## src/verilog/cpu_isa_pkg.sv

```systemverilog
package cpu_isa_pkg;

    typedef logic [31:0] word_t;
    typedef logic [4:0]  reg_addr_t;

    // other opcode values dispatch straight back to fetch
    typedef enum logic [3:0] {
        op_add  = 4'h1,
        op_addi = 4'h2,
        op_lw   = 4'h3,
        op_sw   = 4'h4
    } opcode_t;

    // instruction word layout with the msb first
    typedef struct packed {
        opcode_t     opcode;
        logic [12:0] imm;
        reg_addr_t   rd;
        reg_addr_t   rs2;
        reg_addr_t   rs1;
    } instr_t;

    // pc step per instruction
    localparam word_t WORD_BYTES = 32'd4;

endpackage

```

## src/verilog/cpu_ctrl_pkg.sv

```systemverilog
package cpu_ctrl_pkg;

    // declaration order gives the sequential successor
    typedef enum logic [4:0] {
        f0, f1, f2,
        a0, a1, a2,
        ai0, ai1, ai2,
        l0, l1, l2, l3,
        s0, s1, s2, s3, s4
    } ustate_t;

    typedef enum logic [1:0] {
        seq_next,
        seq_dispatch,
        seq_fetch
    } next_t;

    // which ir field addresses the register file
    typedef enum logic [1:0] {
        sel_none,
        sel_rs1,
        sel_rs2,
        sel_rd
    } reg_sel_t;

    typedef struct packed {
        // bus drivers
        logic     pc_bus_en;
        logic     alu_bus_en;
        logic     imm_bus_en;
        logic     rf_bus_en;
        logic     mem_bus_en;
        // latch loads
        logic     pc_en;
        logic     a_en;
        logic     b_en;
        logic     ir_en;
        logic     wd_en;
        logic     mar_en;
        logic     rf_wen;
        reg_sel_t rf_sel;
        logic     alu_add_b;
        logic     mem_rd;
        logic     mem_wr;
        next_t    next;
    } ctrl_word_t;

endpackage

```

## src/verilog/ctrl_if.sv

```systemverilog
`timescale 1ns/10ps

interface ctrl_if;

    cpu_ctrl_pkg::ctrl_word_t cw;
    cpu_isa_pkg::instr_t      ir;
    // memory state not finished yet
    logic                     stall;
    // qualifies every latch and upc update
    logic                     advance;

    modport store (output cw);

    modport seq (input cw, input ir, input stall, output advance);

    modport dp (input cw, input advance, output ir);

    modport mem (input cw, output stall);

endinterface

```

## src/verilog/micro_sequencer.sv

```systemverilog
`timescale 1ns/10ps

module micro_sequencer (
    input  logic                  clk,
    input  logic                  rst_n,
    output cpu_ctrl_pkg::ustate_t upc,
    ctrl_if.seq                   ctl
);

    cpu_ctrl_pkg::ustate_t upc_nxt;
    cpu_ctrl_pkg::ustate_t dispatch_tgt;

    // memory states hold until the port is done
    assign ctl.advance = !ctl.stall;

    // opcode dispatch
    always_comb begin
        case (ctl.ir.opcode)
            cpu_isa_pkg::op_add:  dispatch_tgt = cpu_ctrl_pkg::a0;
            cpu_isa_pkg::op_addi: dispatch_tgt = cpu_ctrl_pkg::ai0;
            cpu_isa_pkg::op_lw:   dispatch_tgt = cpu_ctrl_pkg::l0;
            cpu_isa_pkg::op_sw:   dispatch_tgt = cpu_ctrl_pkg::s0;
            default:              dispatch_tgt = cpu_ctrl_pkg::f0;
        endcase
    end

    always_comb begin
        case (ctl.cw.next)
            cpu_ctrl_pkg::seq_dispatch: upc_nxt = dispatch_tgt;
            cpu_ctrl_pkg::seq_fetch:    upc_nxt = cpu_ctrl_pkg::f0;
            default:                    upc_nxt = cpu_ctrl_pkg::ustate_t'(upc + 5'd1);
        endcase
    end

    always_ff @(posedge clk or negedge rst_n) begin
        if (!rst_n) begin
            upc <= cpu_ctrl_pkg::f0;
        end else if (ctl.advance) begin
            upc <= upc_nxt;
        end
    end

    // the last micro-state must always return to fetch
    a_upc_legal: assert property (@(posedge clk) disable iff (!rst_n)
        upc <= cpu_ctrl_pkg::s4);

endmodule

```

## src/verilog/control_store.sv

```systemverilog
`timescale 1ns/10ps

module control_store (
    input cpu_ctrl_pkg::ustate_t upc,
    ctrl_if.store                ctl
);

    cpu_ctrl_pkg::ctrl_word_t cw;

    assign ctl.cw = cw;

    always_comb begin
        cw      = '0;
        cw.next = cpu_ctrl_pkg::seq_next;
        case (upc)
            ////////////////////////////////////////
            // fetch
            cpu_ctrl_pkg::f0: begin
                cw.pc_bus_en = 1'b1;
                cw.a_en      = 1'b1;
                cw.mar_en    = 1'b1;
            end
            cpu_ctrl_pkg::f1: begin
                cw.mem_bus_en = 1'b1;
                cw.ir_en      = 1'b1;
                cw.mem_rd     = 1'b1;
            end
            // pc + 4 while decoding
            cpu_ctrl_pkg::f2: begin
                cw.alu_bus_en = 1'b1;
                cw.pc_en      = 1'b1;
                cw.next       = cpu_ctrl_pkg::seq_dispatch;
            end
            ////////////////////////////////////////
            // operand gather
            cpu_ctrl_pkg::a0, cpu_ctrl_pkg::ai0, cpu_ctrl_pkg::l0, cpu_ctrl_pkg::s1: begin
                cw.rf_bus_en = 1'b1;
                cw.rf_sel    = cpu_ctrl_pkg::sel_rs1;
                cw.a_en      = 1'b1;
            end
            cpu_ctrl_pkg::a1: begin
                cw.rf_bus_en = 1'b1;
                cw.rf_sel    = cpu_ctrl_pkg::sel_rs2;
                cw.b_en      = 1'b1;
            end
            cpu_ctrl_pkg::ai1, cpu_ctrl_pkg::l1, cpu_ctrl_pkg::s2: begin
                cw.imm_bus_en = 1'b1;
                cw.b_en       = 1'b1;
            end
            cpu_ctrl_pkg::s0: begin
                cw.rf_bus_en = 1'b1;
                cw.rf_sel    = cpu_ctrl_pkg::sel_rs2;
                cw.wd_en     = 1'b1;
            end
            ////////////////////////////////////////
            // execute and writeback
            cpu_ctrl_pkg::a2, cpu_ctrl_pkg::ai2: begin
                cw.alu_bus_en = 1'b1;
                cw.alu_add_b  = 1'b1;
                cw.rf_wen     = 1'b1;
                cw.rf_sel     = cpu_ctrl_pkg::sel_rd;
                cw.next       = cpu_ctrl_pkg::seq_fetch;
            end
            // effective address
            cpu_ctrl_pkg::l2, cpu_ctrl_pkg::s3: begin
                cw.alu_bus_en = 1'b1;
                cw.alu_add_b  = 1'b1;
                cw.mar_en     = 1'b1;
            end
            cpu_ctrl_pkg::l3: begin
                cw.mem_bus_en = 1'b1;
                cw.mem_rd     = 1'b1;
                cw.rf_wen     = 1'b1;
                cw.rf_sel     = cpu_ctrl_pkg::sel_rd;
                cw.next       = cpu_ctrl_pkg::seq_fetch;
            end
            cpu_ctrl_pkg::s4: begin
                cw.mem_wr = 1'b1;
                cw.next   = cpu_ctrl_pkg::seq_fetch;
            end
            default: begin
                cw.next = cpu_ctrl_pkg::seq_fetch;
            end
        endcase
    end

endmodule

```

## src/verilog/datapath.sv

```systemverilog
`timescale 1ns/10ps

module datapath #(
    parameter cpu_isa_pkg::word_t RESET_PC = 32'h0000_0000
) (
    input  logic                   clk,
    input  logic                   rst_n,
    ctrl_if.dp                     ctl,
    output cpu_isa_pkg::reg_addr_t rf_sel_addr,
    input  cpu_isa_pkg::word_t     rf_rdata,
    output cpu_isa_pkg::word_t     bus,
    input  cpu_isa_pkg::word_t     mem_rdata_q,
    output cpu_isa_pkg::word_t     mar,
    output cpu_isa_pkg::word_t     wd
);

    cpu_isa_pkg::word_t  pc;
    cpu_isa_pkg::word_t  a;
    cpu_isa_pkg::word_t  b;
    cpu_isa_pkg::instr_t ir;
    cpu_isa_pkg::word_t  imm_ext;
    cpu_isa_pkg::word_t  alu_out;

    assign ctl.ir  = ir;
    assign imm_ext = {{19{ir.imm[12]}}, ir.imm};
    // increment unless the sum is asked for
    assign alu_out = a + (ctl.cw.alu_add_b ? b : cpu_isa_pkg::WORD_BYTES);

    always_comb begin
        case (ctl.cw.rf_sel)
            cpu_ctrl_pkg::sel_rs1: rf_sel_addr = ir.rs1;
            cpu_ctrl_pkg::sel_rs2: rf_sel_addr = ir.rs2;
            cpu_ctrl_pkg::sel_rd:  rf_sel_addr = ir.rd;
            default:               rf_sel_addr = '0;
        endcase
    end

    ////////////////////////////////////////
    // single bus with one driver per state
    always_comb begin
        if (ctl.cw.pc_bus_en)
            bus = pc;
        else if (ctl.cw.alu_bus_en)
            bus = alu_out;
        else if (ctl.cw.imm_bus_en)
            bus = imm_ext;
        else if (ctl.cw.rf_bus_en)
            bus = rf_rdata;
        else if (ctl.cw.mem_bus_en)
            bus = mem_rdata_q;
        else
            bus = '0;
    end

    always_ff @(posedge clk or negedge rst_n) begin
        if (!rst_n) begin
            pc <= RESET_PC;
        end else if (ctl.advance && ctl.cw.pc_en) begin
            pc <= bus;
        end
    end

    // operand and address latches
    always_ff @(posedge clk) begin
        if (ctl.advance) begin
            if (ctl.cw.a_en)
                a <= bus;
            if (ctl.cw.b_en)
                b <= bus;
            if (ctl.cw.ir_en)
                ir <= bus;
            if (ctl.cw.wd_en)
                wd <= bus;
            if (ctl.cw.mar_en)
                mar <= bus;
        end
    end

endmodule

```

## src/verilog/reg_file.sv

```systemverilog
`timescale 1ns/10ps

module reg_file #(
    parameter int NUM_REGS = 32
) (
    input  logic                   clk,
    input  logic                   rst_n,
    ctrl_if.dp                     ctl,
    input  cpu_isa_pkg::reg_addr_t addr,
    input  cpu_isa_pkg::word_t     wdata,
    output cpu_isa_pkg::word_t     rdata
);

    cpu_isa_pkg::word_t regs [NUM_REGS];

    // indices past the array read as zero
    assign rdata = (addr < NUM_REGS) ? regs[addr] : '0;

    always_ff @(posedge clk or negedge rst_n) begin
        if (!rst_n) begin
            for (int i = 0; i < NUM_REGS; i++)
                regs[i] <= '0;
        end else if (ctl.advance && ctl.cw.rf_wen) begin
            regs[addr] <= wdata;
        end
    end

    // ir field picked by the datapath must fit this file
    a_wr_idx: assert property (@(posedge clk) disable iff (!rst_n)
        (ctl.advance && ctl.cw.rf_wen) |-> (addr < NUM_REGS));

endmodule

```

## src/verilog/mem_port.sv

```systemverilog
`timescale 1ns/10ps

module mem_port (
    input  logic               clk,
    input  logic               rst_n,
    ctrl_if.mem                ctl,
    input  cpu_isa_pkg::word_t mar,
    input  cpu_isa_pkg::word_t wd,
    output cpu_isa_pkg::word_t rdata_q,
    output logic               mem_req,
    output logic               mem_we,
    output cpu_isa_pkg::word_t mem_addr,
    output cpu_isa_pkg::word_t mem_wdata,
    input  cpu_isa_pkg::word_t mem_rdata,
    input  logic               mem_ack
);

    typedef enum logic [1:0] {st_idle, st_req, st_ack_low, st_done} state_t;

    state_t state;
    logic   active;

    assign active    = ctl.cw.mem_rd || ctl.cw.mem_wr;
    // released for one cycle once all four phases are over
    assign ctl.stall = active && (state != st_done);
    assign mem_addr  = mar;
    assign mem_wdata = wd;

    ////////////////////////////////////////
    // four-phase handshake
    always_ff @(posedge clk or negedge rst_n) begin
        if (!rst_n) begin
            state   <= st_idle;
            mem_req <= 1'b0;
            mem_we  <= 1'b0;
        end else begin
            case (state)
                st_idle: begin
                    if (active && !mem_ack) begin
                        state   <= st_req;
                        mem_req <= 1'b1;
                        mem_we  <= ctl.cw.mem_wr;
                    end
                end
                st_req: begin
                    if (mem_ack) begin
                        state   <= st_ack_low;
                        mem_req <= 1'b0;
                        mem_we  <= 1'b0;
                    end
                end
                st_ack_low: begin
                    if (!mem_ack)
                        state <= st_done;
                end
                default: state <= st_idle;
            endcase
        end
    end

    // read data is only valid while ack is high
    always_ff @(posedge clk) begin
        if (state == st_req && mem_ack && !mem_we)
            rdata_q <= mem_rdata;
    end

    // mar and wd are frozen by the stall
    a_req_stable: assert property (@(posedge clk) disable iff (!rst_n)
        (mem_req && $past(mem_req)) |-> ($stable(mem_addr) && $stable(mem_wdata)));

    a_req_rise: assert property (@(posedge clk) disable iff (!rst_n)
        $rose(mem_req) |-> !mem_ack);

endmodule

```

## src/verilog/cpu_top.sv

```systemverilog
`timescale 1ns/10ps

module cpu_top #(
    parameter cpu_isa_pkg::word_t RESET_PC = 32'h0000_0000,
    parameter int                 NUM_REGS = 32
) (
    input  logic               clk,
    input  logic               rst_n,
    output logic               mem_req,
    output logic               mem_we,
    output cpu_isa_pkg::word_t mem_addr,
    output cpu_isa_pkg::word_t mem_wdata,
    input  cpu_isa_pkg::word_t mem_rdata,
    input  logic               mem_ack
);

    cpu_ctrl_pkg::ustate_t  upc;
    cpu_isa_pkg::reg_addr_t rf_sel_addr;
    cpu_isa_pkg::word_t     rf_rdata;
    cpu_isa_pkg::word_t     bus;
    cpu_isa_pkg::word_t     mem_rdata_q;
    cpu_isa_pkg::word_t     mar;
    cpu_isa_pkg::word_t     wd;

    ctrl_if u_ctl ();

    // decode
    micro_sequencer u_seq (.clk(clk), .rst_n(rst_n), .upc(upc), .ctl(u_ctl.seq));

    control_store u_store (.upc(upc), .ctl(u_ctl.store));

    // execute
    datapath #(.RESET_PC(RESET_PC)) u_dp (
        .clk(clk), .rst_n(rst_n), .ctl(u_ctl.dp),
        .rf_sel_addr(rf_sel_addr), .rf_rdata(rf_rdata), .bus(bus),
        .mem_rdata_q(mem_rdata_q), .mar(mar), .wd(wd)
    );

    reg_file #(.NUM_REGS(NUM_REGS)) u_rf (
        .clk(clk), .rst_n(rst_n), .ctl(u_ctl.dp),
        .addr(rf_sel_addr), .wdata(bus), .rdata(rf_rdata)
    );

    mem_port u_mem (
        .clk(clk), .rst_n(rst_n), .ctl(u_ctl.mem),
        .mar(mar), .wd(wd), .rdata_q(mem_rdata_q),
        .mem_req(mem_req), .mem_we(mem_we), .mem_addr(mem_addr),
        .mem_wdata(mem_wdata), .mem_rdata(mem_rdata), .mem_ack(mem_ack)
    );

endmodule

```

## config.mk

```make
export PLATFORM = sky130hd
export DESIGN_NAME = cpu_top
export DESIGN_NICKNAME = d
export VERILOG_FILES = /design/src/verilog/cpu_isa_pkg.sv /design/src/verilog/cpu_ctrl_pkg.sv /design/src/verilog/ctrl_if.sv /design/src/verilog/micro_sequencer.sv /design/src/verilog/control_store.sv /design/src/verilog/datapath.sv /design/src/verilog/reg_file.sv /design/src/verilog/mem_port.sv /design/src/verilog/cpu_top.sv
export SDC_FILE = /design/constraint.sdc
export NUM_CORES = 2
export LEC_CHECK = 0
export BUFFER_PORTS_ARGS = -buffer_cell sky130_fd_sc_hd__buf_2
export CORE_MARGIN = 4
export CORE_UTILIZATION = 30
export CTS_CLUSTER_DIAMETER = 30
export DETAILED_ROUTE_END_ITERATION = 8
export HOLD_SLACK_MARGIN = 0.05
export PLACE_DENSITY_LB_ADDON = 0.12
export SYNTH_ARGS = -nofsm -noshare
export SYNTH_HDL_FRONTEND = slang
export SYNTH_SLANG_ARGS = --single-unit
export TNS_END_PERCENT = 20
```

## constraint.sdc

```tcl
create_clock -name clk -period 9.23 [get_ports clk]
set_input_delay 0.923 -clock clk [delete_from_list [all_inputs] [get_ports clk]]
set_output_delay 0.923 -clock clk [all_outputs]
set_load 0.01 [all_outputs]
```

==> impl_results.md <==
- Count leader, synth: nand2_1
- Number of global-route vias before repair: 44338
- Worst setup EP type: flip-flop
- Clk_skew: 0.0471 ns
- Yosys cell types: 77
- PwrDens: 402 mW/mm^2
- Final Hold Viols: 0
- CTS tree: done
- Capturing point of the worst reg2reg path: u_dp.ctl.ir[6]
- Psw: 11.2 mW
- Status: finished clean
- Initial Utilization: 0.303
- CP startpoint kind: flip-flop
- Fill count: 18861
- Grt ovf: 0
- Reg-to-reg setup timing slack: 2.81 ns
- Top Ports: 101
- Non-Filler Instances: 8635
- Worst setup startpoint: u_seq.upc[3]
- Crit path required time: 9.74 ns
- Depth of the worst register-to-register path: 11
- Slew @ Worst Pin: 1.23 ns
- First-pass GRT wire length: 322000 um
- Critical path cell sequence: mux2i_1 -> o32ai_1 -> a32o_1 -> a21o_4 -> buf_12 -> mux2i_1 -> mux2i_1 -> a32oi_1 -> nand4_1 -> a21oi_4 -> inv_1
- Critical path buffers and inverters: 2
- Syn avg cell area: 9.84 sq um
- DRC Markers: 0
- DR WL/cell: 25.6 um
- Largest net degree at the start of global routing: 164
- Tot GR Track Use: 0.222
- Syn nets: 5864
- DR vias/cell: 5.10
- Placer Congestion: 0.838
- Max_slew headroom: 0.177
- Final WL: 221000 um
- Setup_tns: 0 ns
- Num Clock Sinks: 1257
- Worst path arrival time: 6.93 ns
- Number of synthesized flops with an enable pin: 192
- Nets: 5956
- Detail Placement HPWL: 127000 um
- Top cell by count, worst path: mux2i_1
- Dominant cell type by area after synthesis: dfrtp_1
- Dominant synthesized flop cell: dfrtp_1
- Top post-synthesis cells by area: dfrtp_1, edfxtp_1, nand2_1
- Final worst path period share: 0.695
- Drt first pass iters: 7
- CP endpoint: u_dp.ctl.ir[6]
- Clk network pwr share: 0.416
- Placeable Area: 0.188 sq mm
- Die span in y: 444 um
- Die ar.: 0.197 sq mm
- Clock-pin slew on the worst setup and hold paths: 0.04 ns
- Layout cell share with drive strength beyond 1: 0.162
- Commonest cells post-synth: nand2_1, dfrtp_1, nor2_1
- Flop pwr share: 0.250
- Cts hold-fix bufs: 0
- Switch share: 0.388
- Ys Warns: 0
- CTS buffer count: 341
- Endpoints failing setup: 0
- First DRT Iteration DRCs: 3409
- Levels on crit path: 11
- Area growth, synth to finish: 26.1%
- Final Critical Period: 6.42 ns
- Slew Limit Fails: 0
- Fmax: 0.156 GHz
- Final non-filler cell area: 0.0718 sq mm
- Comb power frac: 0.334
- Seq/Total Area, Yosys: 0.569
- Clock buffer depth: 4
- Worst setup path class: flip-flop to flip-flop
- Delay-heaviest family, CP: compound AO/OA/AOI/OAI gates
- Resized cells post-CTS: 0
- P_int: 17.7 mW
- H-Tree Depth: 5
- Post-DP Area: 0.0601 sq mm
- PortBufs: 100
- # rows: 159
- CP Max Fanout: 142
- Worst skew pair latency: 0.92 ns
- Slowest stage delay, CP: 0.85 ns
- Yosys reg bits: 1257
- Worst path slowest cell: a21oi_4
- Final ANT Viol Nets: 0
- Root Buffer: clkbuf_16
- RSZ-0062 raised after global routing: false
- DP Cell Count: 8032
- Die Wd: 444 um
- MaxCap Viol Count: 0
- Leakage power: 31.5 nW
- Post-synth ARST share: 0.847
- Synth top area share: 0.468
- Max IR drop VDD: 0.288 mV
- Reg2reg start: u_seq.upc[3]
- Post-Syn Area: 0.0569 sq mm
- Initial antenna violation count: 3
- Worst hold path class: input port to asynchronous set/reset pin
- Synth Instances: 5788
- Post-CTS Setup Repair Bufs: 0
- Via Count: 44070
## routing by layer
metal  wire (um)  GRT usage
met5           0          0
met1      102000      0.308
met3       11100     0.0397
met4        6270     0.0681
met2      102000      0.354
## worst min-delay path by stage
| stage | from | end | slack [ns] | cells after the start |
|---|---|---|---|---|
| floorplan | u_dp.pc[15] | u_dp.pc[15] | 0.45 | 2 |
| global placement | u_dp.pc[25] | u_dp.pc[25] | 0.46 | 2 |
| detailed placement | u_dp.pc[22] | u_dp.pc[22] | 0.46 | 2 |
| CTS | rst_n | u_rf.regs[468] | 0.07 | 1 |
| global route | rst_n | u_rf.regs[468] | 0.11 | 1 |
| finish | rst_n | u_rf.regs[406] | 0.08 | 1 |
## through the flow
stage	hold WS, ns	util	power, mW	setup WS [ns]
2_1_floorplan	0.446	-	12.6	3.98
3_3_place_gp	0.459	0.320	16.9	2.95
3_5_place_dp	0.463	0.320	16.9	2.92
4_1_cts	0.0671	0.382	29.1	2.89
5_1_grt	0.113	0.382	30.1	2.38
6_report	0.0763	0.382	28.8	2.81
## cell type report
type / count / area, sq um / share of cell area
repair buffers: 230 / 1650 / 0.0230
clock buffers: 454 / 9720 / 0.135
inverters: 40 / 150 / 0.00209
well taps: 2495 / 3120 / 0.0435
multi-input cells: 4010 / 22800 / 0.317
clock inverters: 147 / 1960 / 0.0274
diodes: 2 / 5.00 / 0.0000697
flip-flops and latches: 1257 / 32400 / 0.451
## sequential cells by signal, indices dropped and copies added, names as in the netlist
register       flops
u_dp.b            32
u_dp.a            32
u_dp.wd           32
u_mem.mem_we       1
u_dp.ctl.ir       32
u_dp.pc           32
u_seq.upc          5
u_rf.regs       1024
u_mem.state        2
u_mem.mem_req      1
u_dp.mar          32
u_mem.rdata_q     32
## cell usage in the layout, fill, tap and decap left out, types with 13 or more instances in the layout
master         n
a211oi_1      63
a21oi_1      493
a31oi_1       17
a32oi_1      112
buf_12        13
buf_2         99
buf_4        117
bufinv_16     46
clkbuf_1      48
clkbuf_16    351
clkbuf_8      55
clkinv_2      73
clkinvlp_4    15
dfrtp_1     1065
edfxtp_1     192
ha_1          40
inv_1         39
mux2_2       110
mux2i_1      363
nand2_1     1123
nand2b_1      13
nand3_1      248
nand4_1       25
nor2_1       503
nor2_4        24
nor2b_1       36
o21ai_0      512
o21ai_1       69
xnor2_1       13
xor2_1        16
## cells by family (layout without fill, tap and decap cells)
family          after synthesis  after routing  share of synthesized area
compound gates             1383           1383                      0.139
xor+xnor                     29             29                    0.00446
fa+ha+maj                    41             41                    0.00914
buf+inv                     521            871                     0.0419
flops                      1257           1257                      0.569
mux                         474            474                     0.0858
other cells                   0              2                          0
simple gates               2083           2083                      0.150
## power groups by stage
stage | clock network (mW) | registers [mW] | logic [mW]
floorplan | 0 | 7.20 | 5.44
CTS | 12.2 | 7.21 | 9.66
global route | 12.5 | 7.30 | 10.2
finish | 12.0 | 7.21 | 9.62
global placement | 0 | 7.28 | 9.64
detailed placement | 0 | 7.28 | 9.64
No activity file was read; power rests on OpenSTA's default activity.
